### config.mk
export PLATFORM = sky130hd
export DESIGN_NAME = afferent_encoder
export DESIGN_NICKNAME = d
export VERILOG_FILES = /design/src/verilog/spindle_pkg.sv /design/src/verilog/afferent_encoder.sv
export SDC_FILE = /design/constraint.sdc
export NUM_CORES = 2
export LEC_CHECK = 0
export BUFFER_PORTS_ARGS = -buffer_cell sky130_fd_sc_hd__buf_2
export CORE_AREA = 4 4 362 364
export DETAILED_ROUTE_END_ITERATION = 7
export DIE_AREA = 0 0 366 368
export PLACE_DENSITY = 0.66
export SLEW_MARGIN = 20
export SYNTH_ARGS = -nofsm -noshare
export SYNTH_HDL_FRONTEND = slang
export SYNTH_SLANG_ARGS = --single-unit
export TNS_END_PERCENT = 10
### constraint.sdc
create_clock -name vclk -period 94.5
set_input_delay 23.625 -clock vclk [all_inputs]
set_output_delay 23.625 -clock vclk [all_outputs]
set_load 0.02 [all_outputs]
### src/verilog/spindle_pkg.sv
package spindle_pkg;

	// Q16.16 signed fixed point
	typedef logic signed [31:0] sample_t;
	typedef logic [1:0] phase_t;

	localparam int frac_bits = 16;
	// euler step of 2^-12 s
	localparam int dt_shift = 12;
	localparam int fiber_count = 3;

	localparam phase_t phase_bag1 = 2'd0;
	localparam phase_t phase_bag2 = 2'd1;
	localparam phase_t phase_chain = 2'd2;

	localparam sample_t fx_one = 32'sd65536;

	// per-fiber tables in bag1, bag2, chain order
	localparam sample_t tau_recip [fiber_count] = '{32'sd439812, 32'sd319685, 32'sd0};
	localparam sample_t bdamp [fiber_count] = '{32'sd15440, 32'sd2372, 32'sd865};
	localparam sample_t b0 [fiber_count] = '{32'sd3965, 32'sd5387, 32'sd5387};
	localparam sample_t f_coef [fiber_count] = '{32'sd1894, 32'sd4168, 32'sd6252};
	// chain shares the bag2 stiffness
	localparam sample_t ksr_kpr [fiber_count] = '{32'sd693214, 32'sd696464, 32'sd696464};
	localparam sample_t ia_gain [fiber_count] = '{32'sd131072000, 32'sd65536000, 32'sd65536000};

	localparam sample_t ksr = 32'sd685828;
	localparam sample_t inv_mass = 32'sd327680000;
	localparam sample_t ksr_lsr0 = 32'sd27433;
	localparam sample_t kpr_lpr0 = 32'sd5613;
	localparam sample_t lsr0 = 32'sd2621;
	localparam sample_t rldfv = 32'sd30147;
	localparam sample_t x1_reset = 32'sd62777;
	localparam sample_t ii_gain = 32'sd47513600;
	localparam sample_t c0 = 32'sd45875;
	localparam sample_t c3 = 32'sd1035;
	localparam sample_t c6 = 32'sd62915;
	localparam sample_t ia_minor_weight = 32'sd10224;
	localparam sample_t rate_max = 32'sd655360000;

	// double width product, rescaled but not yet truncated
	function automatic logic signed [63:0] fx_mul_wide(input sample_t a, input sample_t b);
		logic signed [63:0] prod;
		prod = 64'(a) * 64'(b);
		return prod >>> frac_bits;
	endfunction

	function automatic sample_t fx_mul(input sample_t a, input sample_t b);
		logic signed [63:0] wide;
		wide = fx_mul_wide(a, b);
		return wide[31:0];
	endfunction

endpackage
### src/verilog/afferent_encoder.sv
`timescale 1ns/100ps

module afferent_encoder (
	input  spindle_pkg::phase_t   phase,
	input  spindle_pkg::sample_t  lce,
	input  spindle_pkg::sample_t  x1_next,
	input  spindle_pkg::sample_t  ia_gain_sel,
	output spindle_pkg::sample_t  ia_rate,
	output spindle_pkg::sample_t  ii_rate
);

	// limit a wide rate to zero .. rate_max
	function automatic spindle_pkg::sample_t clamp_rate(input logic signed [63:0] v);
		logic signed [63:0] limit;
		limit = 64'(spindle_pkg::rate_max);
		if (v < 0) begin
			return '0;
		end
		if (v > limit) begin
			return spindle_pkg::rate_max;
		end
		return v[31:0];
	endfunction

	spindle_pkg::sample_t stretch;
	spindle_pkg::sample_t ii_inner;
	logic signed [63:0]   ia_wide;
	logic signed [63:0]   ii_wide;

	// sensory region stretch
	assign stretch = lce - x1_next - spindle_pkg::lsr0;

	assign ia_wide = spindle_pkg::fx_mul_wide(ia_gain_sel, stretch);

	// secondary ending sees both the sensory and polar regions
	assign ii_inner = spindle_pkg::fx_mul(spindle_pkg::c0, stretch)
		+ spindle_pkg::fx_mul(spindle_pkg::c3, lce - stretch - spindle_pkg::c6);
	assign ii_wide = spindle_pkg::fx_mul_wide(spindle_pkg::ii_gain, ii_inner);

	assign ia_rate = clamp_rate(ia_wide);
	assign ii_rate = clamp_rate(ii_wide);

endmodule

==> results.json <==
{
  "endpoint_kind": "primary output",
  "drt-vias-per-instance": 5.33,
  "hold_viol": 0,
  "dpl-instance-area_um2": 66100,
  "die_w_um": 366,
  "drt-wirelength-per-cell_um": 18.2,
  "seq_cells": 0,
  "min_path_cells": 9,
  "slowest_delay_ns": 0.86,
  "cts_hold_buf": 0,
  "port_buffers": 156,
  "synth_cells": 7310,
  "num_rows": 131,
  "timing.fmax_mhz": 14.9,
  "slew_headroom_pct": 30.4,
  "grt_use_met3_pct": 3.26,
  "whs_ns": 48.94,
  "min-delay-start": "ia_gain_sel[1]",
  "clockBufferCount": 0,
  "status": "complete, no violations",
  "tightestPinTransition_ns": 1.04,
  "synth.distinct_cells": 110,
  "tns_ns": 0,
  "ios": 162,
  "vias": 47600,
  "fp.dieH_um": 368,
  "drtIter0Drc": 2944,
  "hpwl_mm": 131,
  "synthTopCellsByArea": "fa_1, ha_1, inv_1",
  "drtAntennaViolNets": 0,
  "fin_nets": 9620,
  "use_met1_pct": 34.6,
  "crit_type": "primary input to primary output",
  "cap_violations": 0,
  "fin_crit_ns": 66.93,
  "rsz0062_at_grt": "no",
  "seq_area_frac_synth_pct": 0,
  "stdcell_area_um2": 66100,
  "grt_busiest_layer": "met2",
  "core_area_um2": 127000,
  "syn_to_final_growth_pct": 4.04,
  "required_ns": 70.88,
  "synth_area_per_cell_um2": 8.69,
  "wl_mm": 162,
  "path_max_fanout": 37,
  "grt_overflow": 0,
  "arrival_ns": 43.31,
  "first_global_vias": 51000,
  "post_cts_buffers": 0,
  "final_max_slew_viol_count": 0,
  "gp_congestion": 0.904,
  "whs_endpoint": "ia_rate[2]",
  "cts-resized-gates": 0,
  "start_util_pct": 49.9,
  "grt_max_degree": 55,
  "design.die.area_um2": 135000,
  "yosysTopAreaCell": "fa_1",
  "grt_first_pass_wirelength_mm": 272,
  "hold_path_class": "primary input to primary output",
  "cp_slowest_cell": "o311ai_0",
  "period_share_pct": 70.8,
  "pre_cts_ws_ns": 27.72,
  "antenna_found_initial": 3,
  "worst_slack_ns": 27.57,
  "final_cell_mix": "inv_1, fa_1, nand2_1",
  "grt_usage_pct": 24.9,
  "drive_above_1_share_pct": 4.46,
  "synth_warnings": 0,
  "final-seq-area_um2": 0,
  "yosysTopAreaCellShare_pct": 46.3,
  "setup_violations": 0,
  "syn_area_um2": 63600,
  "layout_commonest_cell": "inv_1",
  "grt_use_met2_pct": 41.7,
  "dr.pass1.iters": 6,
  "critPathLaunchType": "primary input",
  "drc_errors": 0
}
-- worst max-delay path: cells and delay by family --
| family | cells | cell delay [ns] |
|---|---|---|
| compound gates | 32 | 8.20 |
| fa+ha+maj | 15 | 5.91 |
| simple gates | 13 | 3.01 |
| buf+inv | 12 | 1.39 |
| xor+xnor | 5 | 1.14 |
-- how the worst max path moves through the flow --
| stage | start | to | slack [ns] | cells after the start |
|---|---|---|---|---|
| finish | lce[2] | ii_rate[27] | 27.57 | 77 |
| global route | lce[2] | ii_rate[27] | 26.25 | 75 |
| CTS | lce[2] | ii_rate[27] | 27.65 | 77 |
| detailed placement | lce[2] | ii_rate[27] | 27.72 | 77 |
| global placement | lce[2] | ii_rate[27] | 28.05 | 76 |
| floorplan | lce[2] | ii_rate[16] | 30.80 | 77 |
-- layout make-up --
class                      count  area, µm²
antenna                        2       5.00
fill                       11900      61200
inverter                    2099       7880
multi-input combinational   4964      55000
tap                         1662       2080
timing repair buffer         206       1180
-- Yosys cell counts, drive strengths merged (22+ instances only) --
cell type     n
a211oi       32
a21o        108
a21oi       207
a31oi        29
and2        258
buf          22
clkbuf      228
fa         1469
ha          782
inv        2099
nand2       897
nand2b       63
nand3        52
nand4        44
nor2        188
nor3         87
o21a         37
o21ai       139
o21bai       37
xnor2       172
xor2         91
-- stage by stage --
| stage | utilization [%] | cells |
|---|---|---|
| after floorplan | - | 7313 |
| final | 51.9 | 8933 |
| after global placement | 51.9 | 8930 |
| after CTS | 51.9 | 8930 |
| after global routing | 51.9 | 8933 |
| after detailed placement | 51.9 | 8930 |
-- logic make-up (layout without fill, tap and decap cells) --
group	Yosys count	in the layout	share of synthesized area, %
simple gates	1711	1711	12.7
fa+ha+maj	2251	2251	61.7
buf+inv	2349	2305	14.0
mux	13	13	0.219
other cells	1	6	0.00590
xor+xnor	265	265	3.73
compound gates	720	720	7.68
-- per-layer routing --
layer / vias up / part of all wire [%] / routed length, µm
met2: 1476 / 47 / 76800
li1: 21700 / - / -
met1: 24200 / 43 / 70200
met5: - / 0 / 0
met3: 255 / 6.8 / 11000
met4: 0 / 2.8 / 4540
Power is not shown: default switching activity piles up to over one toggle a cycle in this logic, so the estimate is an artifact.
