==> config.mk <==
export PLATFORM = sky130hd
export DESIGN_NAME = phase_sequencer
export DESIGN_NICKNAME = d
export VERILOG_FILES = /design/src/verilog/spindle_pkg.sv /design/src/verilog/phase_sequencer.sv
export SDC_FILE = /design/constraint.sdc
export NUM_CORES = 1
export LEC_CHECK = 0
export BUFFER_PORTS_ARGS = -buffer_cell sky130_fd_sc_hd__buf_2
export CAP_MARGIN = 10
export CORE_AREA = 4 4 110 112
export DETAILED_ROUTE_END_ITERATION = 10
export DIE_AREA = 0 0 114 116
export PLACE_DENSITY_LB_ADDON = 0.25
export SYNTH_ARGS = -nofsm -noshare
export SYNTH_HDL_FRONTEND = slang
export SYNTH_SLANG_ARGS = --single-unit
==> constraint.sdc <==
create_clock -name clk -period 5.3 [get_ports clk]
set_input_delay 1.06 -clock clk [delete_from_list [all_inputs] [get_ports clk]]
set_output_delay 1.06 -clock clk [all_outputs]
set_load 0.02 [all_outputs]
==> src/verilog/spindle_pkg.sv <==
package spindle_pkg;

	// Q16.16 signed fixed point
	typedef logic signed [31:0] sample_t;
	typedef logic [1:0] phase_t;

	localparam int frac_bits = 16;
	// euler step of 2^-12 s
	localparam int dt_shift = 12;
	localparam int fiber_count = 3;

	localparam phase_t phase_bag1 = 2'd0;
	localparam phase_t phase_bag2 = 2'd1;
	localparam phase_t phase_chain = 2'd2;

	localparam sample_t fx_one = 32'sd65536;

	// per-fiber tables in bag1, bag2, chain order
	localparam sample_t tau_recip [fiber_count] = '{32'sd439812, 32'sd319685, 32'sd0};
	localparam sample_t bdamp [fiber_count] = '{32'sd15440, 32'sd2372, 32'sd865};
	localparam sample_t b0 [fiber_count] = '{32'sd3965, 32'sd5387, 32'sd5387};
	localparam sample_t f_coef [fiber_count] = '{32'sd1894, 32'sd4168, 32'sd6252};
	// chain shares the bag2 stiffness
	localparam sample_t ksr_kpr [fiber_count] = '{32'sd693214, 32'sd696464, 32'sd696464};
	localparam sample_t ia_gain [fiber_count] = '{32'sd131072000, 32'sd65536000, 32'sd65536000};

	localparam sample_t ksr = 32'sd685828;
	localparam sample_t inv_mass = 32'sd327680000;
	localparam sample_t ksr_lsr0 = 32'sd27433;
	localparam sample_t kpr_lpr0 = 32'sd5613;
	localparam sample_t lsr0 = 32'sd2621;
	localparam sample_t rldfv = 32'sd30147;
	localparam sample_t x1_reset = 32'sd62777;
	localparam sample_t ii_gain = 32'sd47513600;
	localparam sample_t c0 = 32'sd45875;
	localparam sample_t c3 = 32'sd1035;
	localparam sample_t c6 = 32'sd62915;
	localparam sample_t ia_minor_weight = 32'sd10224;
	localparam sample_t rate_max = 32'sd655360000;

	// double width product, rescaled but not yet truncated
	function automatic logic signed [63:0] fx_mul_wide(input sample_t a, input sample_t b);
		logic signed [63:0] prod;
		prod = 64'(a) * 64'(b);
		return prod >>> frac_bits;
	endfunction

	function automatic sample_t fx_mul(input sample_t a, input sample_t b);
		logic signed [63:0] wide;
		wide = fx_mul_wide(a, b);
		return wide[31:0];
	endfunction

endpackage
==> src/verilog/phase_sequencer.sv <==
`timescale 1ns/100ps

module phase_sequencer (
	input  logic                  clk,
	input  logic                  reset,
	input  spindle_pkg::sample_t  gamma_dyn,
	input  spindle_pkg::sample_t  gamma_sta,
	output spindle_pkg::phase_t   phase,
	output spindle_pkg::sample_t  activation,
	output spindle_pkg::sample_t  tau_recip_sel,
	output spindle_pkg::sample_t  bdamp_sel,
	output spindle_pkg::sample_t  b0_sel,
	output spindle_pkg::sample_t  f_coef_sel,
	output spindle_pkg::sample_t  ksr_kpr_sel,
	output spindle_pkg::sample_t  ia_gain_sel
);

	// modulo-3 frame counter
	always_ff @(posedge clk or posedge reset) begin
		if (reset) begin
			phase <= spindle_pkg::phase_bag1;
		end else if (phase == spindle_pkg::phase_chain) begin
			phase <= spindle_pkg::phase_bag1;
		end else begin
			phase <= phase + 2'd1;
		end
	end

	// dynamic gamma drives bag1 only
	assign activation = (phase == spindle_pkg::phase_bag1) ? gamma_dyn : gamma_sta;

	always_comb begin
		tau_recip_sel = spindle_pkg::tau_recip[phase];
		bdamp_sel = spindle_pkg::bdamp[phase];
		b0_sel = spindle_pkg::b0[phase];
		f_coef_sel = spindle_pkg::f_coef[phase];
		ksr_kpr_sel = spindle_pkg::ksr_kpr[phase];
		ia_gain_sel = spindle_pkg::ia_gain[phase];
	end

endmodule

==> metrics <==
clock root buffer=clkbuf_16; worst relative slew slack=63.8%; Routed WL per cell=9.82 um; worst min path class=input pin to asynchronous set/reset pin; Yosys warnings=0; clk buf depth=2; DIE AREA=13200 sq um; crit start category=flip-flop; post-synthesis sequential area ratio=2.44%; # hold bufs at CTS=0; share of the clock period used by the worst path=65.8%; Final Max Tran Viols=0; Largest Register=phase; largest net degree at the start of global routing=47; Tot Pwr=0.000281 W; r2r setup slk=3.44 ns; DRT iter0 DRCs=6; Area Growth Syn to Fin=4.81%; final wirelength=4.72 mm; setup TNS=0 ns; DR pass1 iterations=4; crit-path cells=inv_1 -> ha_2 -> buf_4 -> mux2_4 -> buf_2; Avg Synthesized Cell Area=8.82 sq um; Final Instance Area=2150 sq um; Hold Slack=0.684 ns; top flop regs=phase x2; Post-DP HPWL=4.27 mm; path depth of the worst reg2reg path=3; combinational power share=54.3%; LEAKAGE=1.38 nW; via count=1318; EDFF count, synth=0; Buf/Inv on CP=3; cts bufs inserted=3; Power Density=131 nW/um^2; Net Switching=0.000129 W; post-CTS resize count=0; clk sinks=2; share of cells above drive strength 1=59.8%; Pint=0.000152 W; Synth top area share=67.6%; die height=116 um; post-synthesis register bit count=2; Top delay family on crit path=buffers and inverters; crit path kind=flip-flop to primary output; DR DRC count=0; postcts setup bufs=0; ys flop type=dfrtp_1; final weighted congestion in routability-driven placement=0.707; FF-to-FF Start=phase[1]$_DFF_PP0_; antenna violations before repair=0; row count=39; Max stage delay on crit path=0.57 ns; CP max FO=46; Slowest-stage cell, CP=ha_2; Core Area=11200 sq um; number of global-route vias before repair=1085; sequential share of power=5.5%; run status=finished, final reports clean; RSZ-0062 raised after global routing=false; max reg flops=2; H-Tree Depth=1; Via density=2.74; initial core utilization=18.3%; Layout Nets=410; Final min period=3.49 ns; area of the multi-input gates=1000 sq um; Worst EP arrival=2.43 ns; WP data required=4.24 ns; Final Hold Fails=0; Layout Utilization=19.2%; CTS tree=yes; switch share=46.0%; # setup viols final=0; clock latency on the worst-skew pair=0.22 ns; top cells by count, synth=185 x buf_4, 29 x mux2_4, 4 x ha_1, 4 x inv_1; Clock Skew=0.000489 ns; post-synthesis cell count=233; Clock Pin Slew Worst Setup and Hold Paths=0.03 ns; total gr overflow=0; first-pass GRT wire length=5.64 mm; Synth area leaders=buf_4 68%, mux2_4 21%, buf_12 2.9%; All-Layer GR Usage=5.32%; Antenna Nets Post-Route=0; Synth area leader=buf_4; max frequency=287 MHz; most frequent cell after synthesis=buf_4; I/O Buffers=165; Peak VDD IR=0.162 mV; worst-margin pin slew=0.544 ns; Die Wd=114 um; fill count=1274; Max Cap Viol=0; crit end category=primary output; Post-synth ARST share=100%; library cells used by synthesis=10; ANT cells=0; Placed Area=2080 sq um; Clk network pwr share=40.2%; reg-to-reg critical path endpoint=phase[0]$_DFF_PP0_; Reg area=50.0 sq um; Cell Area, Synth=2050 sq um; Boundary Pins=292
==> layout by cell type, fill, tap and decap left out <==
cell type  Yosys  final
inv_1          4      4
or2_1          1      1
ha_2           0      1
buf_4        185      1
conb_1         1    126
mux2_2         3      3
mux2_4        29     29
buf_2          0    165
dfrtp_1        2      2
ha_1           4      3
clkbuf_16      0      3
==> final cells by class <==
class | instances | area share, %
clock buffers | 3 | 3.49
inverters | 4 | 0.697
multi-input cells | 163 | 46.5
flip-flops and latches | 2 | 2.32
well taps | 143 | 8.31
repair buffers | 166 | 38.7
==> kinds of logic after synthesis <==
logic type	after synthesis	share of synthesized area [%]
fa+ha+maj	4	2.44
buf+inv	193	71.8
flops	2	2.44
mux	32	22.8
other cells	1	0.183
simple gates	1	0.305
==> power by group through the flow <==
stage	clock network, W	logic, W	registers, W
after floorplan	0	0.000185	0.0000155
after global placement	0	0.000151	0.0000155
after detailed placement	0	0.000151	0.0000155
after CTS	0.000116	0.000151	0.0000154
after global routing	0.000117	0.000164	0.0000154
final	0.000113	0.000153	0.0000154
==> worst max-delay path by stage <==
stage	from	to	cells after the start	slack [ns]
floorplan	phase[1]$_DFF_PP0_	f_coef_sel[5]	6	1.92
global placement	phase[1]$_DFF_PP0_	activation[18]	5	2.04
detailed placement	phase[1]$_DFF_PP0_	activation[18]	5	1.97
CTS	phase[1]$_DFF_PP0_	activation[18]	5	1.73
global route	phase[1]$_DFF_PP0_	activation[18]	5	1.57
finish	phase[1]$_DFF_PP0_	activation[18]	5	1.81
==> layer usage <==
metal | global-route usage (%) | vias up | share of wire [%]
met5 | 0 | - | 0
met4 | 1.19 | 0 | 0.66
met3 | 1.51 | 4 | 16
met2 | 9.48 | 130 | 53
met1 | 6.33 | 562 | 30
li1 | - | 622 | -
==> metrics by stage <==
| step | cells | setup WS [ns] |
|---|---|---|
| finish | 481 | 1.81 |
| detailed placement | 478 | 1.97 |
| global placement | 478 | 2.04 |
| CTS | 481 | 1.73 |
| floorplan | 358 | 1.92 |
| global route | 481 | 1.57 |
No activity file was read; power rests on OpenSTA's default activity.
