$ cat config.mk
export PLATFORM = sky130hd
export DESIGN_NAME = muscle_afferent_combiner
export DESIGN_NICKNAME = d
export VERILOG_FILES = /design/src/verilog/spindle_pkg.sv /design/src/verilog/muscle_afferent_combiner.sv
export SDC_FILE = /design/constraint.sdc
export NUM_CORES = 1
export LEC_CHECK = 0
export BUFFER_PORTS_ARGS = -buffer_cell sky130_fd_sc_hd__buf_2
export CORE_MARGIN = 2
export CORE_UTILIZATION = 57
export CTS_BUF_LIST = sky130_fd_sc_hd__clkbuf_8
export DETAILED_ROUTE_END_ITERATION = 10
export PLACE_DENSITY = 0.77
export RECOVER_POWER = 25
export REMOVE_ABC_BUFFERS = 1
export SLEW_MARGIN = 20
export SYNTH_ARGS = -nofsm -noshare
export SYNTH_HDL_FRONTEND = slang
export SYNTH_SLANG_ARGS = --single-unit
$ cat constraint.sdc
create_clock -name clk -period 12.15 [get_ports clk]
set_input_delay 0.6075 -clock clk [delete_from_list [all_inputs] [get_ports clk]]
set_output_delay 0.6075 -clock clk [all_outputs]
set_load 0.02 [all_outputs]
$ cat src/verilog/spindle_pkg.sv
package spindle_pkg;

	// Q16.16 signed fixed point
	typedef logic signed [31:0] sample_t;
	typedef logic [1:0] phase_t;

	localparam int frac_bits = 16;
	// euler step of 2^-12 s
	localparam int dt_shift = 12;
	localparam int fiber_count = 3;

	localparam phase_t phase_bag1 = 2'd0;
	localparam phase_t phase_bag2 = 2'd1;
	localparam phase_t phase_chain = 2'd2;

	localparam sample_t fx_one = 32'sd65536;

	// per-fiber tables in bag1, bag2, chain order
	localparam sample_t tau_recip [fiber_count] = '{32'sd439812, 32'sd319685, 32'sd0};
	localparam sample_t bdamp [fiber_count] = '{32'sd15440, 32'sd2372, 32'sd865};
	localparam sample_t b0 [fiber_count] = '{32'sd3965, 32'sd5387, 32'sd5387};
	localparam sample_t f_coef [fiber_count] = '{32'sd1894, 32'sd4168, 32'sd6252};
	// chain shares the bag2 stiffness
	localparam sample_t ksr_kpr [fiber_count] = '{32'sd693214, 32'sd696464, 32'sd696464};
	localparam sample_t ia_gain [fiber_count] = '{32'sd131072000, 32'sd65536000, 32'sd65536000};

	localparam sample_t ksr = 32'sd685828;
	localparam sample_t inv_mass = 32'sd327680000;
	localparam sample_t ksr_lsr0 = 32'sd27433;
	localparam sample_t kpr_lpr0 = 32'sd5613;
	localparam sample_t lsr0 = 32'sd2621;
	localparam sample_t rldfv = 32'sd30147;
	localparam sample_t x1_reset = 32'sd62777;
	localparam sample_t ii_gain = 32'sd47513600;
	localparam sample_t c0 = 32'sd45875;
	localparam sample_t c3 = 32'sd1035;
	localparam sample_t c6 = 32'sd62915;
	localparam sample_t ia_minor_weight = 32'sd10224;
	localparam sample_t rate_max = 32'sd655360000;

	// double width product, rescaled but not yet truncated
	function automatic logic signed [63:0] fx_mul_wide(input sample_t a, input sample_t b);
		logic signed [63:0] prod;
		prod = 64'(a) * 64'(b);
		return prod >>> frac_bits;
	endfunction

	function automatic sample_t fx_mul(input sample_t a, input sample_t b);
		logic signed [63:0] wide;
		wide = fx_mul_wide(a, b);
		return wide[31:0];
	endfunction

endpackage
$ cat src/verilog/muscle_afferent_combiner.sv
`timescale 1ns/100ps

module muscle_afferent_combiner (
	input  logic                  clk,
	input  logic                  reset,
	input  spindle_pkg::phase_t   phase,
	input  spindle_pkg::sample_t  ia_rate,
	input  spindle_pkg::sample_t  ii_rate,
	output spindle_pkg::sample_t  bag2_ii_rate,
	output spindle_pkg::sample_t  ia_muscle,
	output spindle_pkg::sample_t  ii_muscle
);

	spindle_pkg::sample_t bag1_ia;
	spindle_pkg::sample_t bag2_ia;
	spindle_pkg::sample_t bag2chain_sum;
	spindle_pkg::sample_t bag2chain_ia;
	spindle_pkg::sample_t ia_larger;
	spindle_pkg::sample_t ia_smaller;

	// bag2 plus chain, held to the rate ceiling
	assign bag2chain_sum = bag2_ia + ia_rate;
	assign bag2chain_ia = (bag2chain_sum > spindle_pkg::rate_max) ?
		spindle_pkg::rate_max : bag2chain_sum;

	assign ia_larger = (bag1_ia > bag2chain_ia) ? bag1_ia : bag2chain_ia;
	assign ia_smaller = (bag1_ia > bag2chain_ia) ? bag2chain_ia : bag1_ia;

	always_ff @(posedge clk or posedge reset) begin
		if (reset) begin
			bag1_ia <= '0;
			bag2_ia <= '0;
			bag2_ii_rate <= '0;
			ia_muscle <= '0;
			ii_muscle <= '0;
		end else begin
			case (phase)
				spindle_pkg::phase_bag1: bag1_ia <= ia_rate;
				spindle_pkg::phase_bag2: begin
					bag2_ia <= ia_rate;
					bag2_ii_rate <= ii_rate;
				end
				// chain rates arrive live, muscle outputs close the frame
				spindle_pkg::phase_chain: begin
					ii_muscle <= bag2_ii_rate + ii_rate;
					ia_muscle <= ia_larger
						+ spindle_pkg::fx_mul(spindle_pkg::ia_minor_weight, ia_smaller);
				end
				default: begin
				end
			endcase
		end
	end

endmodule

==> impl_metrics.yaml <==
die:
  rows: 67
  die_w_um: 189
  die-area_um2: 35700
  io_pins: 164
  start_util_pct: 58.0
  die_height_um: 189
  coreArea_um2: 33600
timing:
  rsz0062_at_grt: "true"
  worst_slack_ps: -968
  slew_headroom_pct: -172
  hold_viol: 0
  worst_pin_slew_ps: 4050
  finClkSkew_ps: 12.7
  max_freq_ghz: 0.0762
  finalSetupViolCount: 16
  fin_crit_sh_pct: 108
  drv_slew: 240
  final.min_clock_period_ps: 13120
worst_setup_path:
  cp-startpoint: "bag2_ia[0]"
  crit_fanout: 7
  cp-end-kind: "flop"
  rr_worst_depth: 63
  rrSetupSlack_ps: -970
  max_stage_delay_ps: 520
  reg2reg_from: "bag2_ia[0]"
  critical-path-slowest-cell: "fa_1"
  cp_num_cells: 63
  start_kind: "flop"
  crit_type: "reg2reg"
  cp_num_buf_inv: 13
  r2r-end: "ia_muscle[31]"
  cp_top_family: "compound AO/OA/AOI/OAI gates"
  crit_required_ps: 12590
  arrival_ps: 13560
  crit_end: "ia_muscle[31]"
placed_design:
  port_buffers: 163
  gp_congestion: 0.964
  hpwl_mm: 45.1
  dp_slack_ps: -2050
clocking:
  cts.path.max_buffers: 2
  cts_root_buf: "clkbuf_8"
  path_clk_slew_ps: 110
  clock_latency_ps: 520
  ctsHoldBuffers: 0
  numCtsBuffers: 17
  cts_tree: "built"
  cts_sinks: 160
  htree_levels: 4
layout:
  final_layout_size_suffix_gt1_share_pct: 32.8
  layout_common_cells: "buf_4, ha_1, nand2_1"
  final_common_cell: "buf_4"
  area_growth_pct: 30.7
  fillers: 2294
  nets: 3222
route:
  vias: 18600
  ant_nets: 0
  drtPass1Iterations: 6
  wl_per_cell_um: 18.2
  via_per_inst: 5.78
  dr.first_iter.drc_count: 1168
  finalWirelength_mm: 58.5
  drc: 0
synthesis:
  synth_edf_count: 0
  synth-seq-cells: 160
  yosysSeqAreaShare_pct: 20.5
  syn-cell-area_um2: 19500
  synth_cells: 2169
  yosysUniqueCellTypes: 70
  ys.flop_type: "dfrtp_1"
  yosysTopAreaCell: "dfrtp_1"
  yosys-top-cells-area: "dfrtp_1, ha_1, fa_1"
  ys_warn_count: 0
  synth_top_cell_area_share_pct: 20.5
  synth_area_per_cell_um2: 8.99
  synthArstFlopShare_pct: 100
global_routing:
  grt_pass1_vias: 19600
  grt_usage_pct: 33.4
  grt_pass1_wl_mm: 96.2
  grt_overflow: 0
  grt_max_degree: 90
  grt_antenna_before_repair: 1
outcome:
  violations: "capacitance limit, slew limit, setup timing"
  status: "complete, but fails checks"
flow_run:
  timing.max_cap.violations: 4
hold_path:
  hold_path_class: "in2reg"
==> cell usage after synthesis, types with 12 or more instances <==
cell and count:
a211oi_1 15, a21o_1 44, a21oi_1 122, a31oi_1 24, and3_1 13, buf_1 17
clkbuf_1 56, dfrtp_1 160, fa_1 154, ha_1 248, inv_1 207, mux2_2 93
nand2_1 232, nand2b_1 22, nand3_1 49, nand4_1 21, nor2_1 83, nor2b_1 17
nor3_1 31, o211ai_1 14, o21a_1 34, o21ai_0 191, o21bai_1 12, o31ai_1 14
xnor2_1 79, xor2_1 74
==> worst reg2reg max path: cells and delay by family, from the launching register on <==
family	cells	cell delay [ps]
compound gates	27	4820
xor+xnor	2	230
fa+ha+maj	10	3770
buf+inv	13	1420
flops	1	380
simple gates	11	2400
==> worst min-delay path by stage <==
stage,start,endpoint,slack (ps),cells after the start
finish,ii_rate[25],bag2_ii_rate[25],330,2
global route,ii_rate[27],bag2_ii_rate[27],320,2
floorplan,bag2_ia[1],bag2_ia[1],480,2
global placement,ia_muscle[8],ia_muscle[8],460,2
CTS,reset,bag2_ii_rate[26],270,2
detailed placement,ia_muscle[26],ia_muscle[26],460,2
==> per-stage QoR <==
stage / util [%] / instances / TNS, ps / cell area (um^2) / hold WS [ps]
final: 75.8 / 3214 / -8160 / 25500 / 335
after floorplan: - / 2089 / -209560 / 19200 / 475
after CTS: 75.0 / 3201 / -5770 / 25200 / 269
after global placement: 71.3 / 3142 / -17790 / 24000 / 455
after detailed placement: 71.3 / 3142 / -25370 / 24000 / 462
after global routing: 75.8 / 3214 / -17680 / 25500 / 321
==> flip-flops by register name, summed over array words and instances (netlist names) <==
signal / cells
bag1_ia: 32
bag2_ia: 32
bag2_ii_rate: 32
ii_muscle: 32
ia_muscle: 32
==> metal layers <==
layer  up-vias  part of all wire, %  track usage [%]
met5         -                    0                0
met4         0                  4.1             14.3
met3       173                  5.9             5.65
met2       606                   50             59.4
met1      9093                   40             39.7
li1       8711                    -                -
==> what timing repair did <==
item                                    in CTS  in global routing
buffers inserted                            24                 12
endpoints found under the setup margin      21                 23
pin swaps                                   62                 37
cloned                                       3                  1
resized for setup                          137                 57
==> cells by family (layout without fill, tap and decap cells) <==
group / Yosys count / count (layout) / share of synthesized area, %
adder cells (fa/ha/maj): 405 / 405 / 31.9
XOR/XNOR: 153 / 153 / 6.87
flip-flops: 160 / 160 / 20.5
AO/OA/AOI/OAI: 552 / 553 / 17.5
multiplexers: 95 / 95 / 5.47
buffers and inverters: 287 / 882 / 5.58
other: 0 / 1 / 0
AND/OR/NAND/NOR: 517 / 517 / 12.1
==> layout make-up <==
type	count	area [um^2]	area share (%)
Timing Repair Buffer	643	4550	17.9
Inverter	207	778	3.05
Tap cell	448	561	2.20
Antenna cell	1	2.50	0.00982
Sequential cell	160	4000	15.7
Multi-Input combinational cell	1723	15200	59.5
Clock inverter	14	186	0.732
Clock buffer	18	248	0.972
Power is not shown: default switching activity piles up to over one toggle a cycle in this logic, so the estimate is an artifact.
